`config.mk`:
```
export PLATFORM = sky130hd
export DESIGN_NAME = lg_top
export DESIGN_NICKNAME = d
export VERILOG_FILES = /design/src/lg_pkg.sv /design/src/lg_stream_if.sv /design/src/lg_regs.sv /design/src/lg_sequencer.sv /design/src/lg_pin_driver.sv /design/src/lg_top.sv
export SDC_FILE = /design/constraint.sdc
export NUM_CORES = 1
export LEC_CHECK = 0
export ABC_AREA = 1
export BUFFER_PORTS_ARGS = -buffer_cell sky130_fd_sc_hd__buf_2
export CORE_ASPECT_RATIO = 0.5
export CORE_MARGIN = 2
export CORE_UTILIZATION = 65
export DETAILED_ROUTE_END_ITERATION = 16
export GPL_ROUTABILITY_DRIVEN = 0
export PLACE_DENSITY = 0.84
export SYNTH_ARGS = -nofsm -noshare
export SYNTH_HDL_FRONTEND = slang
export SYNTH_SLANG_ARGS = --single-unit
```
`constraint.sdc`:
```
create_clock -name bus -period 3.7 [get_ports bus]
set_input_delay 0.555 -clock bus [delete_from_list [all_inputs] [get_ports bus]]
set_output_delay 0.555 -clock bus [all_outputs]
set_load 0.1 [all_outputs]
```
`src/lg_pkg.sv`:
```
/*
  shared definitions for the logic pattern generator
  pattern width, bus register map and the config and payload structs
  import with lg_pkg::* in the module header
*/

package lg_pkg;

  //////////////////////////////////////////////////////////////////////
  // pattern and pin payloads
  //////////////////////////////////////////////////////////////////////

  localparam int lg_dw = 8;  // pattern width, one bit per pin

  typedef logic [lg_dw-1:0] lg_pat_t;  // one table entry / one beat

  typedef struct packed {
    lg_pat_t o;  // pin value
    lg_pat_t e;  // pin enable, 1 drives the pin
  } lg_pin_t;

  //////////////////////////////////////////////////////////////////////
  // configuration
  //////////////////////////////////////////////////////////////////////

  // all counts are stored minus one
  typedef struct packed {
    logic [13:0] bdr;  // repeats per entry
    logic [13:0] bdl;  // entries per burst
    logic [31:0] bpl;  // beats per period
    logic [15:0] bpn;  // periods per burst
    logic        inf;  // ignore bpn, run until stop
  } lg_burst_cfg_t;

  // output mask stage, all per bit
  typedef struct packed {
    lg_pat_t oen0;  // enable when value is 0
    lg_pat_t oen1;  // enable when value is 1
    lg_pat_t mode;  // 1 forces fixed value
    lg_pat_t val;   // fixed value / polarity
  } lg_out_cfg_t;

  //////////////////////////////////////////////////////////////////////
  // register offsets, low 7 address bits
  //////////////////////////////////////////////////////////////////////

  localparam logic [6:0] lg_reg_ctl  = 7'h00;  // w: b0 start b1 stop, r: b0 running
  localparam logic [6:0] lg_reg_trg  = 7'h08;  // trigger mask, b31 repeat enable
  localparam logic [6:0] lg_reg_bdr  = 7'h20;
  localparam logic [6:0] lg_reg_bdl  = 7'h24;
  localparam logic [6:0] lg_reg_bpl  = 7'h28;
  localparam logic [6:0] lg_reg_bpn  = 7'h2c;  // b31 infinite
  localparam logic [6:0] lg_reg_oen0 = 7'h40;
  localparam logic [6:0] lg_reg_oen1 = 7'h44;
  localparam logic [6:0] lg_reg_mode = 7'h48;
  localparam logic [6:0] lg_reg_val  = 7'h4c;

endpackage

```
`src/lg_stream_if.sv`:
```
/*
  valid/ready stream with a typed payload
  a beat moves on an edge with valid and ready both high
  source keeps data and last steady while stalled
*/

`timescale 1ns/1ps

interface lg_stream_if #(
  parameter type payload_t = logic
);

  logic     valid;  // source has a beat
  logic     ready;  // sink takes it
  payload_t data;
  logic     last;   // final beat of a period

  modport src (
    output valid, data, last,
    input  ready
  );

  modport snk (
    input  valid, data, last,
    output ready
  );

endinterface

```
`src/lg_regs.sv`:
```
/*
  bus register block of the pattern generator
  decodes config writes and reads, forwards table window writes
  combines masked triggers and software start into one start pulse
*/

`timescale 1ns/1ps

module lg_regs import lg_pkg::*; #(
  parameter int tn  = 4,  // trigger inputs
  parameter int taw = 6   // table address width
) (
  input  logic           bus,
  input  logic           reset,
  // simple bus
  input  logic [8:0]     addr,
  input  logic           wen,
  input  logic           ren,
  input  logic [31:0]    wdata,
  output logic [31:0]    rdata,
  output logic           ack,
  // triggers and status
  input  logic [tn-1:0]  trg,
  input  logic           running,
  // to sequencer and pin driver
  output lg_burst_cfg_t  burst_cfg,
  output lg_out_cfg_t    out_cfg,
  output logic           start,
  output logic           stop,
  output logic           tre,
  output logic           tbl_we,
  output logic [taw-1:0] tbl_addr,
  output lg_pat_t        tbl_wdata
);

  logic          reg_wr;    // write to register window
  logic          ctl_wr;    // write to control
  logic [tn-1:0] trg_mask;
  logic [31:0]   trg_word;  // mask zero extended

  assign reg_wr   = wen & ~addr[8];
  assign ctl_wr   = reg_wr & (addr[6:0] == lg_reg_ctl);
  assign trg_word = 32'(trg_mask);

  //////////////////////////////////////////////////////////////////////
  // bus handshake and config writes
  //////////////////////////////////////////////////////////////////////

  always_ff @(posedge bus) begin
    if (reset) begin
      ack       <= 1'b0;
      trg_mask  <= '0;
      tre       <= 1'b0;
      burst_cfg <= '0;
      out_cfg   <= '0;
    end else begin
      ack <= wen | ren;  // one cycle after the request
      if (reg_wr) begin
        case (addr[6:0])
          lg_reg_trg: begin
            trg_mask <= wdata[tn-1:0];
            tre      <= wdata[31];
          end
          lg_reg_bdr:  burst_cfg.bdr <= wdata[13:0];
          lg_reg_bdl:  burst_cfg.bdl <= wdata[13:0];
          lg_reg_bpl:  burst_cfg.bpl <= wdata;
          lg_reg_bpn: begin
            burst_cfg.bpn <= wdata[15:0];
            burst_cfg.inf <= wdata[31];
          end
          lg_reg_oen0: out_cfg.oen0 <= wdata[lg_dw-1:0];
          lg_reg_oen1: out_cfg.oen1 <= wdata[lg_dw-1:0];
          lg_reg_mode: out_cfg.mode <= wdata[lg_dw-1:0];
          lg_reg_val:  out_cfg.val  <= wdata[lg_dw-1:0];
          default: ;  // ctl is events only
        endcase
      end
    end
  end

  //////////////////////////////////////////////////////////////////////
  // events: start from trigger or software, stop from software
  //////////////////////////////////////////////////////////////////////

  always_ff @(posedge bus) begin
    if (reset) begin
      start  <= 1'b0;
      stop   <= 1'b0;
      tbl_we <= 1'b0;
    end else begin
      start  <= |(trg & trg_mask) | (ctl_wr & wdata[0]);
      stop   <= ctl_wr & wdata[1];
      tbl_we <= wen & addr[8];  // table lands one edge later
    end
  end

  // table address and data follow tbl_we
  always_ff @(posedge bus) begin
    if (wen & addr[8]) begin
      tbl_addr  <= addr[taw+1:2];  // word address
      tbl_wdata <= wdata[lg_dw-1:0];
    end
  end

  //////////////////////////////////////////////////////////////////////
  // readback, valid together with ack
  //////////////////////////////////////////////////////////////////////

  always_ff @(posedge bus) begin
    if (ren) begin
      rdata <= '0;  // table window and holes read zero
      if (~addr[8]) begin
        case (addr[6:0])
          lg_reg_ctl:  rdata <= {31'd0, running};
          lg_reg_trg:  rdata <= {tre, trg_word[30:0]};
          lg_reg_bdr:  rdata <= {18'd0, burst_cfg.bdr};
          lg_reg_bdl:  rdata <= {18'd0, burst_cfg.bdl};
          lg_reg_bpl:  rdata <= burst_cfg.bpl;
          lg_reg_bpn:  rdata <= {burst_cfg.inf, 15'd0, burst_cfg.bpn};
          lg_reg_oen0: rdata <= 32'(out_cfg.oen0);
          lg_reg_oen1: rdata <= 32'(out_cfg.oen1);
          lg_reg_mode: rdata <= 32'(out_cfg.mode);
          lg_reg_val:  rdata <= 32'(out_cfg.val);
          default: ;
        endcase
      end
    end
  end

endmodule

```
`src/lg_sequencer.sv`:
```
/*
  burst sequencer with the pattern table
  walks entries with repeats, pads each period with the last entry
  one table read in flight ahead of the output beat
*/

`timescale 1ns/1ps

module lg_sequencer import lg_pkg::*; #(
  parameter int taw = 6  // table address width
) (
  input  logic           bus,
  input  logic           reset,
  input  lg_burst_cfg_t  burst_cfg,
  input  logic           start,
  input  logic           stop,
  input  logic           tre,        // restart while running
  input  logic           tbl_we,
  input  logic [taw-1:0] tbl_addr,
  input  lg_pat_t        tbl_wdata,
  output logic           running,
  output logic           tro,        // period start accepted
  output logic           irq,        // burst end accepted
  lg_stream_if.src       pat_s
);

  lg_pat_t     tbl [2**taw];  // pattern table
  lg_pat_t     rd_data;       // registered table read

  logic [13:0] cnt_rep;       // repeats of current entry
  logic [13:0] cnt_ent;       // entry index
  logic [31:0] cnt_bpl;       // beat within period
  logic [15:0] cnt_bpn;       // period index
  logic        iss_done;      // all beats of the burst issued

  logic        p_vld, p_last, p_first, p_end;  // read in flight
  logic        o_first, o_end;                 // flags of output beat

  logic        go, acc, p_move, issue;
  logic        b_last, b_end;

  //////////////////////////////////////////////////////////////////////
  // table
  //////////////////////////////////////////////////////////////////////

  always_ff @(posedge bus) begin
    if (tbl_we) tbl[tbl_addr] <= tbl_wdata;
    if (issue)  rd_data <= tbl[cnt_ent[taw-1:0]];  // held until next issue
  end

  //////////////////////////////////////////////////////////////////////
  // flow control
  //////////////////////////////////////////////////////////////////////

  assign go     = start & (~running | tre);     // idle test lives here
  assign acc    = pat_s.valid & pat_s.ready;
  assign p_move = p_vld & (~pat_s.valid | pat_s.ready);
  assign issue  = running & ~iss_done & (~p_vld | p_move);

  // flags of the beat being issued
  assign b_last = (cnt_bpl == burst_cfg.bpl);
  assign b_end  = b_last & (cnt_bpn == burst_cfg.bpn) & ~burst_cfg.inf;

  always_ff @(posedge bus) begin
    if (reset) begin
      running     <= 1'b0;
      iss_done    <= 1'b0;
      cnt_rep     <= '0;
      cnt_ent     <= '0;
      cnt_bpl     <= '0;
      cnt_bpn     <= '0;
      p_vld       <= 1'b0;
      pat_s.valid <= 1'b0;
      tro         <= 1'b0;
      irq         <= 1'b0;
    end else begin
      tro <= acc & o_first;
      irq <= acc & o_end;
      if (stop) begin
        running     <= 1'b0;  // abort, drop everything in flight
        p_vld       <= 1'b0;
        pat_s.valid <= 1'b0;
      end else if (go) begin
        running     <= 1'b1;
        iss_done    <= 1'b0;
        cnt_rep     <= '0;
        cnt_ent     <= '0;
        cnt_bpl     <= '0;
        cnt_bpn     <= '0;
        p_vld       <= 1'b0;  // restart from entry 0
        pat_s.valid <= 1'b0;
      end else begin
        // output register
        if (p_move)   pat_s.valid <= 1'b1;
        else if (acc) pat_s.valid <= 1'b0;
        if (acc & o_end) running <= 1'b0;  // final beat taken
        // read stage
        if (issue)       p_vld <= 1'b1;
        else if (p_move) p_vld <= 1'b0;
        // burst counters step once per issued beat
        if (issue) begin
          if (b_last) begin
            cnt_bpl  <= '0;
            cnt_rep  <= '0;
            cnt_ent  <= '0;
            cnt_bpn  <= cnt_bpn + 16'd1;
            iss_done <= b_end;
          end else begin
            cnt_bpl <= cnt_bpl + 32'd1;
            if (cnt_rep == burst_cfg.bdr) begin
              cnt_rep <= '0;
              if (cnt_ent != burst_cfg.bdl) cnt_ent <= cnt_ent + 14'd1;  // else hold last
            end else begin
              cnt_rep <= cnt_rep + 14'd1;
            end
          end
        end
      end
    end
  end

  // payload and flags, no reset
  always_ff @(posedge bus) begin
    if (issue) begin
      p_last  <= b_last;
      p_first <= (cnt_bpl == 32'd0);
      p_end   <= b_end;
    end
    if (p_move) begin
      pat_s.data <= rd_data;
      pat_s.last <= p_last;
      o_first    <= p_first;
      o_end      <= p_end;
    end
  end

endmodule

```
`src/lg_pin_driver.sv`:
```
/*
  output mask stage, one register between pattern and pins
  per bit picks table data or fixed value, applies polarity
  enable comes from oen0 or oen1 by the resulting value
*/

`timescale 1ns/1ps

module lg_pin_driver import lg_pkg::*; (
  input  logic        bus,
  input  logic        reset,
  input  lg_out_cfg_t out_cfg,
  lg_stream_if.snk    pat_s,  // patterns in
  lg_stream_if.src    pin_s   // pin value and enable out
);

  lg_pat_t pin_val;  // value after mode and polarity
  lg_pin_t pin;      // masked beat before the register
  logic    acc;

  //////////////////////////////////////////////////////////////////////
  // masking, per bit
  //////////////////////////////////////////////////////////////////////

  assign pin_val = out_cfg.val ^ (~out_cfg.mode & pat_s.data);  // mode 1 -> fixed
  assign pin.o   = pin_val;
  assign pin.e   = (out_cfg.oen0 & ~pin_val)
                 | (out_cfg.oen1 &  pin_val);

  //////////////////////////////////////////////////////////////////////
  // register stage
  //////////////////////////////////////////////////////////////////////

  assign pat_s.ready = pin_s.ready | ~pin_s.valid;  // empty or draining
  assign acc         = pat_s.valid & pat_s.ready;

  always_ff @(posedge bus) begin
    if (reset) begin
      pin_s.valid <= 1'b0;
    end else if (acc) begin
      pin_s.valid <= 1'b1;
    end else if (pin_s.ready) begin
      pin_s.valid <= 1'b0;  // taken, nothing new
    end
  end

  always_ff @(posedge bus) begin
    if (acc) begin
      pin_s.data <= pin;
      pin_s.last <= pat_s.last;
    end
  end

endmodule

```
`src/lg_top.sv`:
```
/*
  top level of the logic pattern generator
  bus registers, burst sequencer and pin driver, pins as a plain stream
*/

`timescale 1ns/1ps

module lg_top import lg_pkg::*; #(
  parameter int tn  = 4,  // trigger inputs
  parameter int taw = 6   // table address width
) (
  input  logic          bus,
  input  logic          reset,
  // simple bus, addr[8] selects the table
  input  logic [8:0]    addr,
  input  logic          wen,
  input  logic          ren,
  input  logic [31:0]   wdata,
  output logic [31:0]   rdata,
  output logic          ack,
  // triggers, events
  input  logic [tn-1:0] trg,
  output logic          tro,
  output logic          irq,
  // pin stream
  output lg_pat_t       pin_o,
  output lg_pat_t       pin_e,
  output logic          pin_valid,
  output logic          pin_last,
  input  logic          pin_ready
);

  lg_burst_cfg_t  burst_cfg;
  lg_out_cfg_t    out_cfg;
  logic           start, stop, tre, running;
  logic           tbl_we;
  logic [taw-1:0] tbl_addr;
  lg_pat_t        tbl_wdata;

  lg_stream_if #(.payload_t(lg_pat_t)) pat_s ();  // sequencer -> pin driver
  lg_stream_if #(.payload_t(lg_pin_t)) pin_s ();  // pin driver -> ports

  //////////////////////////////////////////////////////////////////////
  // blocks
  //////////////////////////////////////////////////////////////////////

  lg_regs #(.tn(tn), .taw(taw)) u_regs (
    .bus, .reset,
    .addr, .wen, .ren, .wdata, .rdata, .ack,
    .trg, .running,
    .burst_cfg, .out_cfg,
    .start, .stop, .tre,
    .tbl_we, .tbl_addr, .tbl_wdata
  );

  lg_sequencer #(.taw(taw)) u_sequencer (
    .bus, .reset,
    .burst_cfg, .start, .stop, .tre,
    .tbl_we, .tbl_addr, .tbl_wdata,
    .running, .tro, .irq,
    .pat_s (pat_s.src)
  );

  lg_pin_driver u_pin_driver (
    .bus, .reset, .out_cfg,
    .pat_s (pat_s.snk),
    .pin_s (pin_s.src)
  );

  // pin stream out to plain ports
  assign pin_o       = pin_s.data.o;
  assign pin_e       = pin_s.data.e;
  assign pin_valid   = pin_s.valid;
  assign pin_last    = pin_s.last;
  assign pin_s.ready = pin_ready;

endmodule

```
* Word-level counts from Yosys, hierarchy flattened *
Memories as Yosys holds them, arrays and structs flattened. A register that Yosys moved wholly into a read port is not among the register bits.
Cells that the tools add are included.
W data, S select, Z words.

storage, ports and cells
  RAM bits = 512
  flip-flop bits (word level) = 278
  logic and storage cells = 147
  memories kept = 1

memories
  name             words  width  rd ports  clocked after Yosys merged registers in  wr ports  line                source
  u_sequencer.tbl  64     8      1         1                                        1         lg_sequencer.sv:27  lg_pat_t tbl [2**taw];

operators by class
  $add $sub $neg = 4
  reduce and logical (&&, ||, !) cells = 25
  eq/ne operators = 13
  bitwise logic cells = 36
  mux-type cells = 29

operator list
  operator                 number
  $pmux W32 S10            1
  $mux W14                 9
  $mux W32                 3
  $mux W16                 3
  $add A32 B1 Y32 const B  1
  $eq A32 B32 Y1           1
  $logic_not A32 Y1        1
  $add A14 B1 Y14 const B  2
  $eq A7 B6 Y1 const B     4
  $eq A7 B7 Y1 const B     4
  $and A8 B8 Y8            3
  $reduce_and A2 Y1        10
  $add A16 B1 Y16 const B  1
  $eq A16 B16 Y1           1
  $not A8 Y8               2
  $and A1 B1 Y1            14
  $eq A14 B14 Y1           1
  $ne A14 B14 Y1           1
  $mux W1                  13
  $reduce_bool A2 Y1       6
  $not A1 Y1               8
  $or A8 B8 Y8             1
  $xor A8 B8 Y8            1
  $eq A7 B4 Y1 const B     1
  9 further kinds          15

* Longest topological paths before layout *
Gate-level depths: netlist (run 1).

  word-level depth = 8
  gate-level depth with buffers = 15

* Modules after synthesis *
From an unflattened synthesis (run 1), not the netlist that was laid out.

unflattened totals
  cells, all modules = 3,406
  area total of the unflattened synthesis = 34,675.8 sq um

modules (own cells, without submodules)
  module         sequential area each (sq um)  times used  area an instance (sq um)  cells each
  lg_sequencer   17,677.0                      1           26,709.4                  2,482
  lg_regs        3,743.6                       1           7,044.3                   829
  lg_pin_driver  530.5                         1           922.1                     95

* Worst setup path before layout (run 1) *
No wires, ideal clock.

  kind = register to register
  from = register u_pin_driver.pin_s.valid
  to = register u_sequencer.cnt_rep[8]
  buffers on the path = 1
  arrival = 2.153 ns
  clock period less this slack = 2.270 ns
  data required time = 3.583 ns
  slack = 1.430 ns
  stages on the path, launching flop included = 13
  library setup time = 0.117 ns
  cells stage by stage = dfxtp_1 -> nand2_1 -> nor2_1 -> nand2_1 -> nand3_2 -> nand2_2 -> nand2_4 -> inv_4 -> buf_4 -> nand3_1 -> nor2_1 -> o21ai_0 -> nor2_1

between the ends
  word-level cells in the longest chain between the ends = 8

ends and longest elaborated chain
  item                                 line                 source
  start, declared                      lg_stream_if.sv:19   output valid, data, last,
  start signal, assigned               lg_pin_driver.sv:39  pin_s.valid <= 1'b0;
  start signal, assigned               lg_pin_driver.sv:41  pin_s.valid <= 1'b1;
  start signal, assigned               lg_pin_driver.sv:43  pin_s.valid <= 1'b0;
  $not A1 Y1                           lg_pin_driver.sv:34  assign pat_s.ready = pin_s.ready | ~pin_s.valid;
  $or A1 B1 Y1                         lg_pin_driver.sv:34
  $or A1 B1 Y1                         lg_sequencer.sv:57   assign p_move = p_vld & (~pat_s.valid | pat_s.ready);
  $and A1 B1 Y1                        lg_sequencer.sv:57
  $or A1 B1 Y1                         lg_sequencer.sv:58   assign issue = running & ~iss_done & (~p_vld | p_move);
  $and A1 B1 Y1                        lg_sequencer.sv:58
  $reduce_bool A2 Y1 (no source line)  n/a
  $reduce_and A2 Y1 (no source line)   n/a
  end signal, assigned                 lg_sequencer.sv:114  cnt_rep <= cnt_rep + 14'd1;
  end, declared                        lg_sequencer.sv:30   logic [13:0] cnt_rep;

No other way between the ends.
A chain may end at the register's enable or synchronous reset.

* Final worst setup path (run 1) *
  from = register u_regs.tbl_addr[1]
  to = memory u_sequencer.tbl[11][4] in the netlist's numbering, enable pin

RTL lines
  item                    line                source
  start, declared         lg_regs.sv:32       output logic [taw-1:0] tbl_addr,
  start signal, assigned  lg_regs.sv:100      tbl_addr <= addr[taw+1:2];
  end, declared           lg_sequencer.sv:27

Straight into the memory's write port.

==> impl_metrics.json, run 1 <==
{
  "skew_ns": 0.0212,
  "cts_setup_buffers": 0,
  "clock-sinks": 798,
  "final.period_utilization": 0.744,
  "cts.reportedPaths.clkPinSlew_ns": 0.07,
  "die_w_microns": 327,
  "grt_pass1_wl_microns": 136000,
  "synth_area_leaders": "edfxtp_1 53%, dfxtp_1 12%, nor2_1 5.7%",
  "reg2reg_from": "u_regs.tbl_addr[1]$_DFFE_PP_",
  "path_buf_inv": 1,
  "seq_power_share": 0.556,
  "clock_latency_ns": 0.62,
  "rows": 59,
  "finalSetupTns_ns": 0,
  "layout_commonest_cell": "edfxtp_1",
  "io_pins": 103,
  "fmax_mhz": 363,
  "powerDensity_nw_per_um2": 471,
  "crit_end": "u_sequencer.tbl[11][4]$_DFFE_PP_",
  "cts.root.buffer_cell": "clkbuf_16",
  "final_cell_mix": "597 x edfxtp_1, 515 x nor2_1, 480 x nand2_1",
  "drc": 0,
  "relSlewSlack": 0.125,
  "critical_path.top_delay_family": "simple AND/OR/NAND/NOR gates",
  "rsz0062_at_grt": "false",
  "crit_type": "flop to flop",
  "cts_max_level": 3,
  "postLayoutCellArea_sq_um": 37100,
  "pwr-share-clk": 0.417,
  "areaGrowthSynthToFinish_pct": 9.17,
  "overflow": 0,
  "route.layer.met1.wl_microns": 32800,
  "initial_core_util": 0.656,
  "slew_violations": 0,
  "synth_warnings": 0,
  "critPathSlowestCell": "nor2_1",
  "cts.hold.buffers_added": 0,
  "portBuffers": 102,
  "cp.depth": 4,
  "netlist_area_sq_um": 33900,
  "power.share.switching": 0.213,
  "hold_viol": 0,
  "ys_types": 45,
  "crit_path_max_incr_delay_ns": 0.79,
  "synth_top_area_frac": 0.528,
  "worst_setup_path_start_kind": "flop",
  "core_area_sq_um": 51700,
  "dp.final_hpwl_microns": 54800,
  "postRouteAntennaNets": 0,
  "clock_path_buffers": 3,
  "grt.total_usage": 0.327,
  "min_period_ns": 2.75,
  "grt_pass1_vias": 24300,
  "avgSynthCellArea_sq_um": 10.2,
  "pwr-share-comb": 0.027,
  "leakagePower_uw": 0.0129,
  "worstHoldStart": "addr[4]",
  "wl_met3_microns": 11700,
  "path_cells": "inv_1, nor3_1, nand2_1, nor2_1",
  "internal-power_uw": 13700,
  "grt_max_degree": 131,
  "wire_per_inst_microns": 21.8,
  "r2r_cells": 4,
  "drt_pass1_iterations": 6,
  "drtIter0Drc": 4006,
  "vias": 26200,
  "cp.required_ns": 3.93,
  "antenna_found_initial": 1,
  "placed_area_sq_um": 34800,
  "top_layer_used": "met5",
  "synth_area_leader_cell": "edfxtp_1",
  "crit_start": "u_regs.tbl_addr[1]$_DFFE_PP_",
  "cts_buffers": 68,
  "dieArea_sq_um": 54200,
  "cts_tree": "yes",
  "cts_repair_resize_count": 0,
  "setup_viol": 0,
  "r2r_slack_ns": 0.95,
  "ys_ff_latch": 798,
  "nNetsFinal": 3416,
  "maxCapViolations": 0,
  "p_sw_uw": 3720,
  "status": "completed",
  "synthCells": 3326,
  "irDropWorstVdd_mv": 0.352,
  "diodes": 0,
  "drive_gt1_frac": 0.0856,
  "nFillCells": 3334,
  "synth_nets": 3381,
  "cp_data_arrival_time_ns": 2.98,
  "wl_met2_microns": 41300,
  "end_kind": "flop",
  "wl_microns": 89500,
  "cp_max_fo": 8,
  "synth-seq-area-share": 0.647,
  "regToRegEndpoint": "u_sequencer.tbl[11][4]$_DFFE_PP_",
  "hold_class": "input port to flop",
  "worstMarginPinSlew_ns": 1.31,
  "die_y_microns": 166,
  "vias_per_cell": 6.36
}
[metrics by stage]
stage	power [uW]	hold WS, ns	util	setup slack [ns]	instances
3_3_place_gp	10300	0.407	0.673	0.800	3992
3_5_place_dp	10300	0.408	0.673	0.674	3992
2_1_floorplan	10100	0.400	-	1.43	3326
5_1_grt	17800	0.144	0.716	0.915	4114
4_1_cts	17400	0.136	0.716	1.16	4114
6_report	17400	0.150	0.716	0.947	4114
[state kept, by name, indices dropped and copies added (netlist names), 4 cells and up]
| register | flops |
|---|---|
| u_pin_driver.pin_s.data | 16 |
| u_regs.rdata | 32 |
| u_sequencer.rd_data | 8 |
| u_sequencer.cnt_ent | 14 |
| u_sequencer.pat_s.data | 8 |
| u_regs.tbl_addr | 6 |
| u_sequencer.tbl | 512 |
| u_regs.trg_mask | 4 |
| u_sequencer.cnt_bpn | 16 |
| u_sequencer.cnt_bpl | 32 |
| u_regs.tbl_wdata | 8 |
| u_regs.out_cfg | 32 |
| u_regs.burst_cfg | 77 |
| u_sequencer.cnt_rep | 14 |
[power by group through the flow]
stage | Combinational, uW | Clock (uW) | Sequential (uW)
floorplan | 127 | 0 | 10000
finish | 465 | 7280 | 9700
global placement | 438 | 0 | 9890
global route | 484 | 7610 | 9700
detailed placement | 447 | 0 | 9890
CTS | 450 | 7250 | 9700
[cell usage after synthesis, drive strengths merged]
master   instances
edfxtp         597
nor2           528
nand2          493
o21ai          444
inv            211
dfxtp          201
a21oi          166
o22ai          150
nand3          122
buf            105
clkbuf          76
xor2            61
nor3            58
xnor2           33
nand4           27
nor4            15
nor3b            7
a221oi           6
ha               5
nand3b           4
o2111ai          4
o211ai           3
a211oi           2
clkinv           2
a22o             1
a31oi            1
o21bai           1
o2bb2ai          1
o41ai            1
or2              1
[cell families after synthesis]
family                   Yosys count  share of synthesized area
AO/OA/AOI/OAI                    780                      0.123
XOR/XNOR                          94                     0.0243
adder cells (fa/ha/maj)            5                    0.00184
buffers and inverters            394                     0.0497
flip-flops                       798                      0.647
AND/OR/NAND/NOR                 1255                      0.155
[layout make-up]
| type | count | area (sq um) | share of cell area |
|---|---|---|---|
| clock buffer | 83 | 1760 | 0.0474 |
| clock inverter | 39 | 457 | 0.0123 |
| inverter | 213 | 807 | 0.0218 |
| multi-input combinational | 2134 | 10300 | 0.278 |
| sequential | 798 | 22000 | 0.593 |
| tap | 701 | 877 | 0.0237 |
| timing repair buffer | 146 | 891 | 0.0240 |
[layer usage]
layer,track usage,vias to the layer above
li1,-,11600
met5,0,-
met3,0.0727,289
met1,0.436,12300
met4,0.126,2
met2,0.531,1976
[worst min-delay path by stage]
stage                                                endpoint  slack [ns]  depth (start not counted)
after global placement            u_sequencer.o_end$_DFFE_PP_        0.41                          0
final                            u_regs.tbl_addr[2]$_DFFE_PP_        0.15                          1
after global routing             u_regs.tbl_addr[2]$_DFFE_PP_        0.14                          1
after detailed placement  u_sequencer.pat_s.data[3]$_DFFE_PP_        0.41                          0
after floorplan             u_pin_driver.pin_s.last$_DFFE_PP_        0.40                          0
after CTS                        u_regs.tbl_addr[2]$_DFFE_PP_        0.14                          1
(Power assumes the default switching activity.)
==> run 2, diff against run 1 <==
--- a/config.mk
+++ b/config.mk
@@ -5,14 +5,14 @@
 export SDC_FILE = /design/constraint.sdc
 export NUM_CORES = 1
 export LEC_CHECK = 0
-export ABC_AREA = 1
+export ABC_AREA = 0
 export BUFFER_PORTS_ARGS = -buffer_cell sky130_fd_sc_hd__buf_2
 export CORE_ASPECT_RATIO = 0.5
 export CORE_MARGIN = 2
-export CORE_UTILIZATION = 65
+export CORE_UTILIZATION = 56
 export DETAILED_ROUTE_END_ITERATION = 16
 export GPL_ROUTABILITY_DRIVEN = 0
-export PLACE_DENSITY = 0.84
+export PLACE_DENSITY = 0.77
 export SYNTH_ARGS = -nofsm -noshare
 export SYNTH_HDL_FRONTEND = slang
 export SYNTH_SLANG_ARGS = --single-unit
==> constraint.sdc (replaced) <==
create_clock -name bus -period 2.35 [get_ports bus]
set_input_delay 0.3525 -clock bus [delete_from_list [all_inputs] [get_ports bus]]
set_output_delay 0.3525 -clock bus [all_outputs]
set_load 0.1 [all_outputs]
==> impl_metrics.json, run 2 <==
{
  "fin_ws_ns": -0.288,
  "crit_type": "flop to flop",
  "core_area_sq_um": 57300,
  "portBuffers": 102,
  "powerDensity_nw_per_um2": 725,
  "leakagePower_uw": 0.0126,
  "cts_max_level": 3,
  "synth_top_area_frac": 0.552,
  "overflow": 0,
  "slew_violations": 0,
  "irDropWorstVdd_mv": 0.480,
  "ys.flop_type": "edfxtp_1",
  "wl_microns": 90600,
  "largest_reg_flops": 512,
  "dieArea_sq_um": 60100,
  "cts_tree": "yes",
  "cts.reportedPaths.clkPinSlew_ns": 0.07,
  "die_y_microns": 174,
  "drt_pass1_iterations": 6,
  "layout_commonest_cell": "edfxtp_1",
  "nNetsFinal": 2505,
  "cp_data_arrival_time_ns": 2.97,
  "synthArstFlopShare": 0,
  "r2r_cells": 5,
  "whs_path_depth": 3,
  "final_cell_mix": "597 x edfxtp_1, 216 x nand2_1, 211 x buf_4",
  "grt_max_degree": 65,
  "grt.total_usage": 0.288,
  "setup_viol": 14,
  "skew_ns": 0.0300,
  "areaGrowthSynthToFinish_pct": 17.1,
  "postLayoutCellArea_sq_um": 38000,
  "clock_path_buffers": 3,
  "avgSynthCellArea_sq_um": 15.1,
  "final_util": 0.663,
  "clock-sinks": 798,
  "synth_area_leader_cell": "edfxtp_1",
  "synth_warnings": 0,
  "clock_latency_ns": 0.61,
  "synth_area_leaders": "edfxtp_1 55%, dfxtp_1 12%, mux4_2 12%",
  "wire_per_inst_microns": 27.7,
  "drive_gt1_frac": 0.266,
  "cp_max_fo": 11,
  "ys_ff_latch": 798,
  "nFillCells": 3717,
  "drtIter0Drc": 2975,
  "synthCells": 2157,
  "relSlewSlack": 0.434,
  "min_period_ns": 2.64,
  "ys_types": 56,
  "dp.final_hpwl_microns": 55300,
  "fmax_mhz": 379,
  "antenna_found_initial": 1,
  "vias": 21200,
  "largestRegisters": "u_sequencer.tbl: 512 flops, u_regs.burst_cfg: 77 flops",
  "initial_core_util": 0.567,
  "rsz0062_at_grt": "true",
  "cts.root.buffer_cell": "clkbuf_16",
  "synth_commonest_cells": "597 x edfxtp_1, 216 x nand2_1, 201 x dfxtp_1",
  "io_pins": 103,
  "status": "finished with violations",
  "worstMarginPinSlew_ns": 0.849,
  "hold_class": "input port to flop",
  "postRouteAntennaNets": 0,
  "rows": 62,
  "die_w_microns": 345,
  "end_kind": "flop",
  "synth_edf_count": 597,
  "final.period_utilization": 1.12,
  "yosysMostFrequentCell": "edfxtp_1",
  "cp.required_ns": 2.69,
  "top_register": "u_sequencer.tbl",
  "maxCapViolations": 0,
  "cts_buffers": 71,
  "grt_pass1_vias": 20400,
  "synth_nets": 2212,
  "violations": "setup timing",
  "vias_per_cell": 6.47,
  "placed_area_sq_um": 35400,
  "netlist_area_sq_um": 32500,
  "hold_viol": 0,
  "synth-seq-area-share": 0.676,
  "pre_cts_slack_ns": -0.210,
  "grt_pass1_wl_microns": 128000,
  "drc": 0,
  "worst_setup_path_start_kind": "flop"
}
-- run 2: changes by cell type after synthesis, sizes merged, moves of 33 or more --
| cell | delta |
|---|---|
| o21ai | -435 |
| nor2 | -380 |
| nand2 | -277 |
| inv | -202 |
| mux4 | +168 |
| o22ai | -145 |
| buf | -75 |
| nand3 | -68 |
| mux2i | +40 |
| a21oi | -36 |
| clkbuf | +33 |
-- run 2: worst max-delay path, stage by stage, from the launching register on --
cell and delay, ns:
dfxtp_4 0.40, buf_12 0.17, buf_16 0.16, mux4_2 0.54, mux4_2 0.55, mux4_2 0.53
-- run 2: kinds of logic (layout without fill, tap and decap cells) --
| family | after synthesis | after routing | synth area share |
|---|---|---|---|
| DFF | 798 | 798 | 0.676 |
| and+or+nand+nor | 650 | 650 | 0.0971 |
| muxes | 216 | 216 | 0.132 |
| AOI/OAI and AO/OA | 209 | 210 | 0.0386 |
| buffers and inverters | 148 | 495 | 0.0198 |
| xor gates and xnor gates | 131 | 131 | 0.0353 |
| adders and majority gates | 5 | 5 | 0.00193 |
| other | 0 | 2 | 0 |
-- run 2: metal layers --
metal	GRT usage	wire (microns)	up-vias	part of all wire
met5	0	0	-	0
met3	0.0607	8890	289	0.098
met2	0.474	44500	1511	0.49
li1	-	-	8824	-
met1	0.381	32800	10600	0.36
met4	0.110	4470	0	0.049
-- run 2: worst paths after layout --
kind | to | slack, ns | start
worst min register to register | u_sequencer.o_end$_DFFE_PP_ | 0.41 | u_sequencer.p_end$_DFFE_PP_
worst max-delay path | u_sequencer.rd_data[5]$_DFFE_PP_ | -0.29 | u_sequencer.cnt_ent[0]$_SDFFE_PP0P_
worst min-delay path | u_regs.burst_cfg[44]$_SDFFE_PP0P_ | 0.01 | wdata[27]
worst max register to register | u_sequencer.rd_data[5]$_DFFE_PP_ | -0.29 | u_sequencer.cnt_ent[0]$_SDFFE_PP0P_
-- run 2: repair_timing --
item,CTS,global route
hold endpoints to repair,18,0
hold buffers,16,0
gates resized for setup,8,19
cloned,0,3
buffers inserted,6,6
pin swaps,1,6
endpoints found under the setup margin,28,33
-- run 2: stage by stage --
stage                     cells  total power, uW  TNS [ns]  hold slack, ns
after floorplan            2157            16000    -0.369           0.400
after global placement     3114            16200     -1.07           0.403
after detailed placement   3114            16300     -1.62           0.413
after CTS                  3264            27500     -1.70        0.000391
after global routing       3273            28200     -2.07          0.0124
final                      3275            27600     -1.97          0.0121
-- run 2: layout make-up --
cell class	count	area [sq um]	area share
inverters	9	33.8	0.000888
diodes	2	5.00	0.000132
well taps	768	961	0.0253
repair buffers	358	2820	0.0741
clock buffers	91	1920	0.0506
flip-flops and latches	798	22000	0.578
clock inverters	37	312	0.00819
multi-input cells	1212	10000	0.263
-- run 2: report_power, final --
part / internal (uW) / switching, uW
Sequential: 15200 / 45.0
Combinational: 160 / 622
Clock: 6280 / 5260
Total: 21600 / 5930
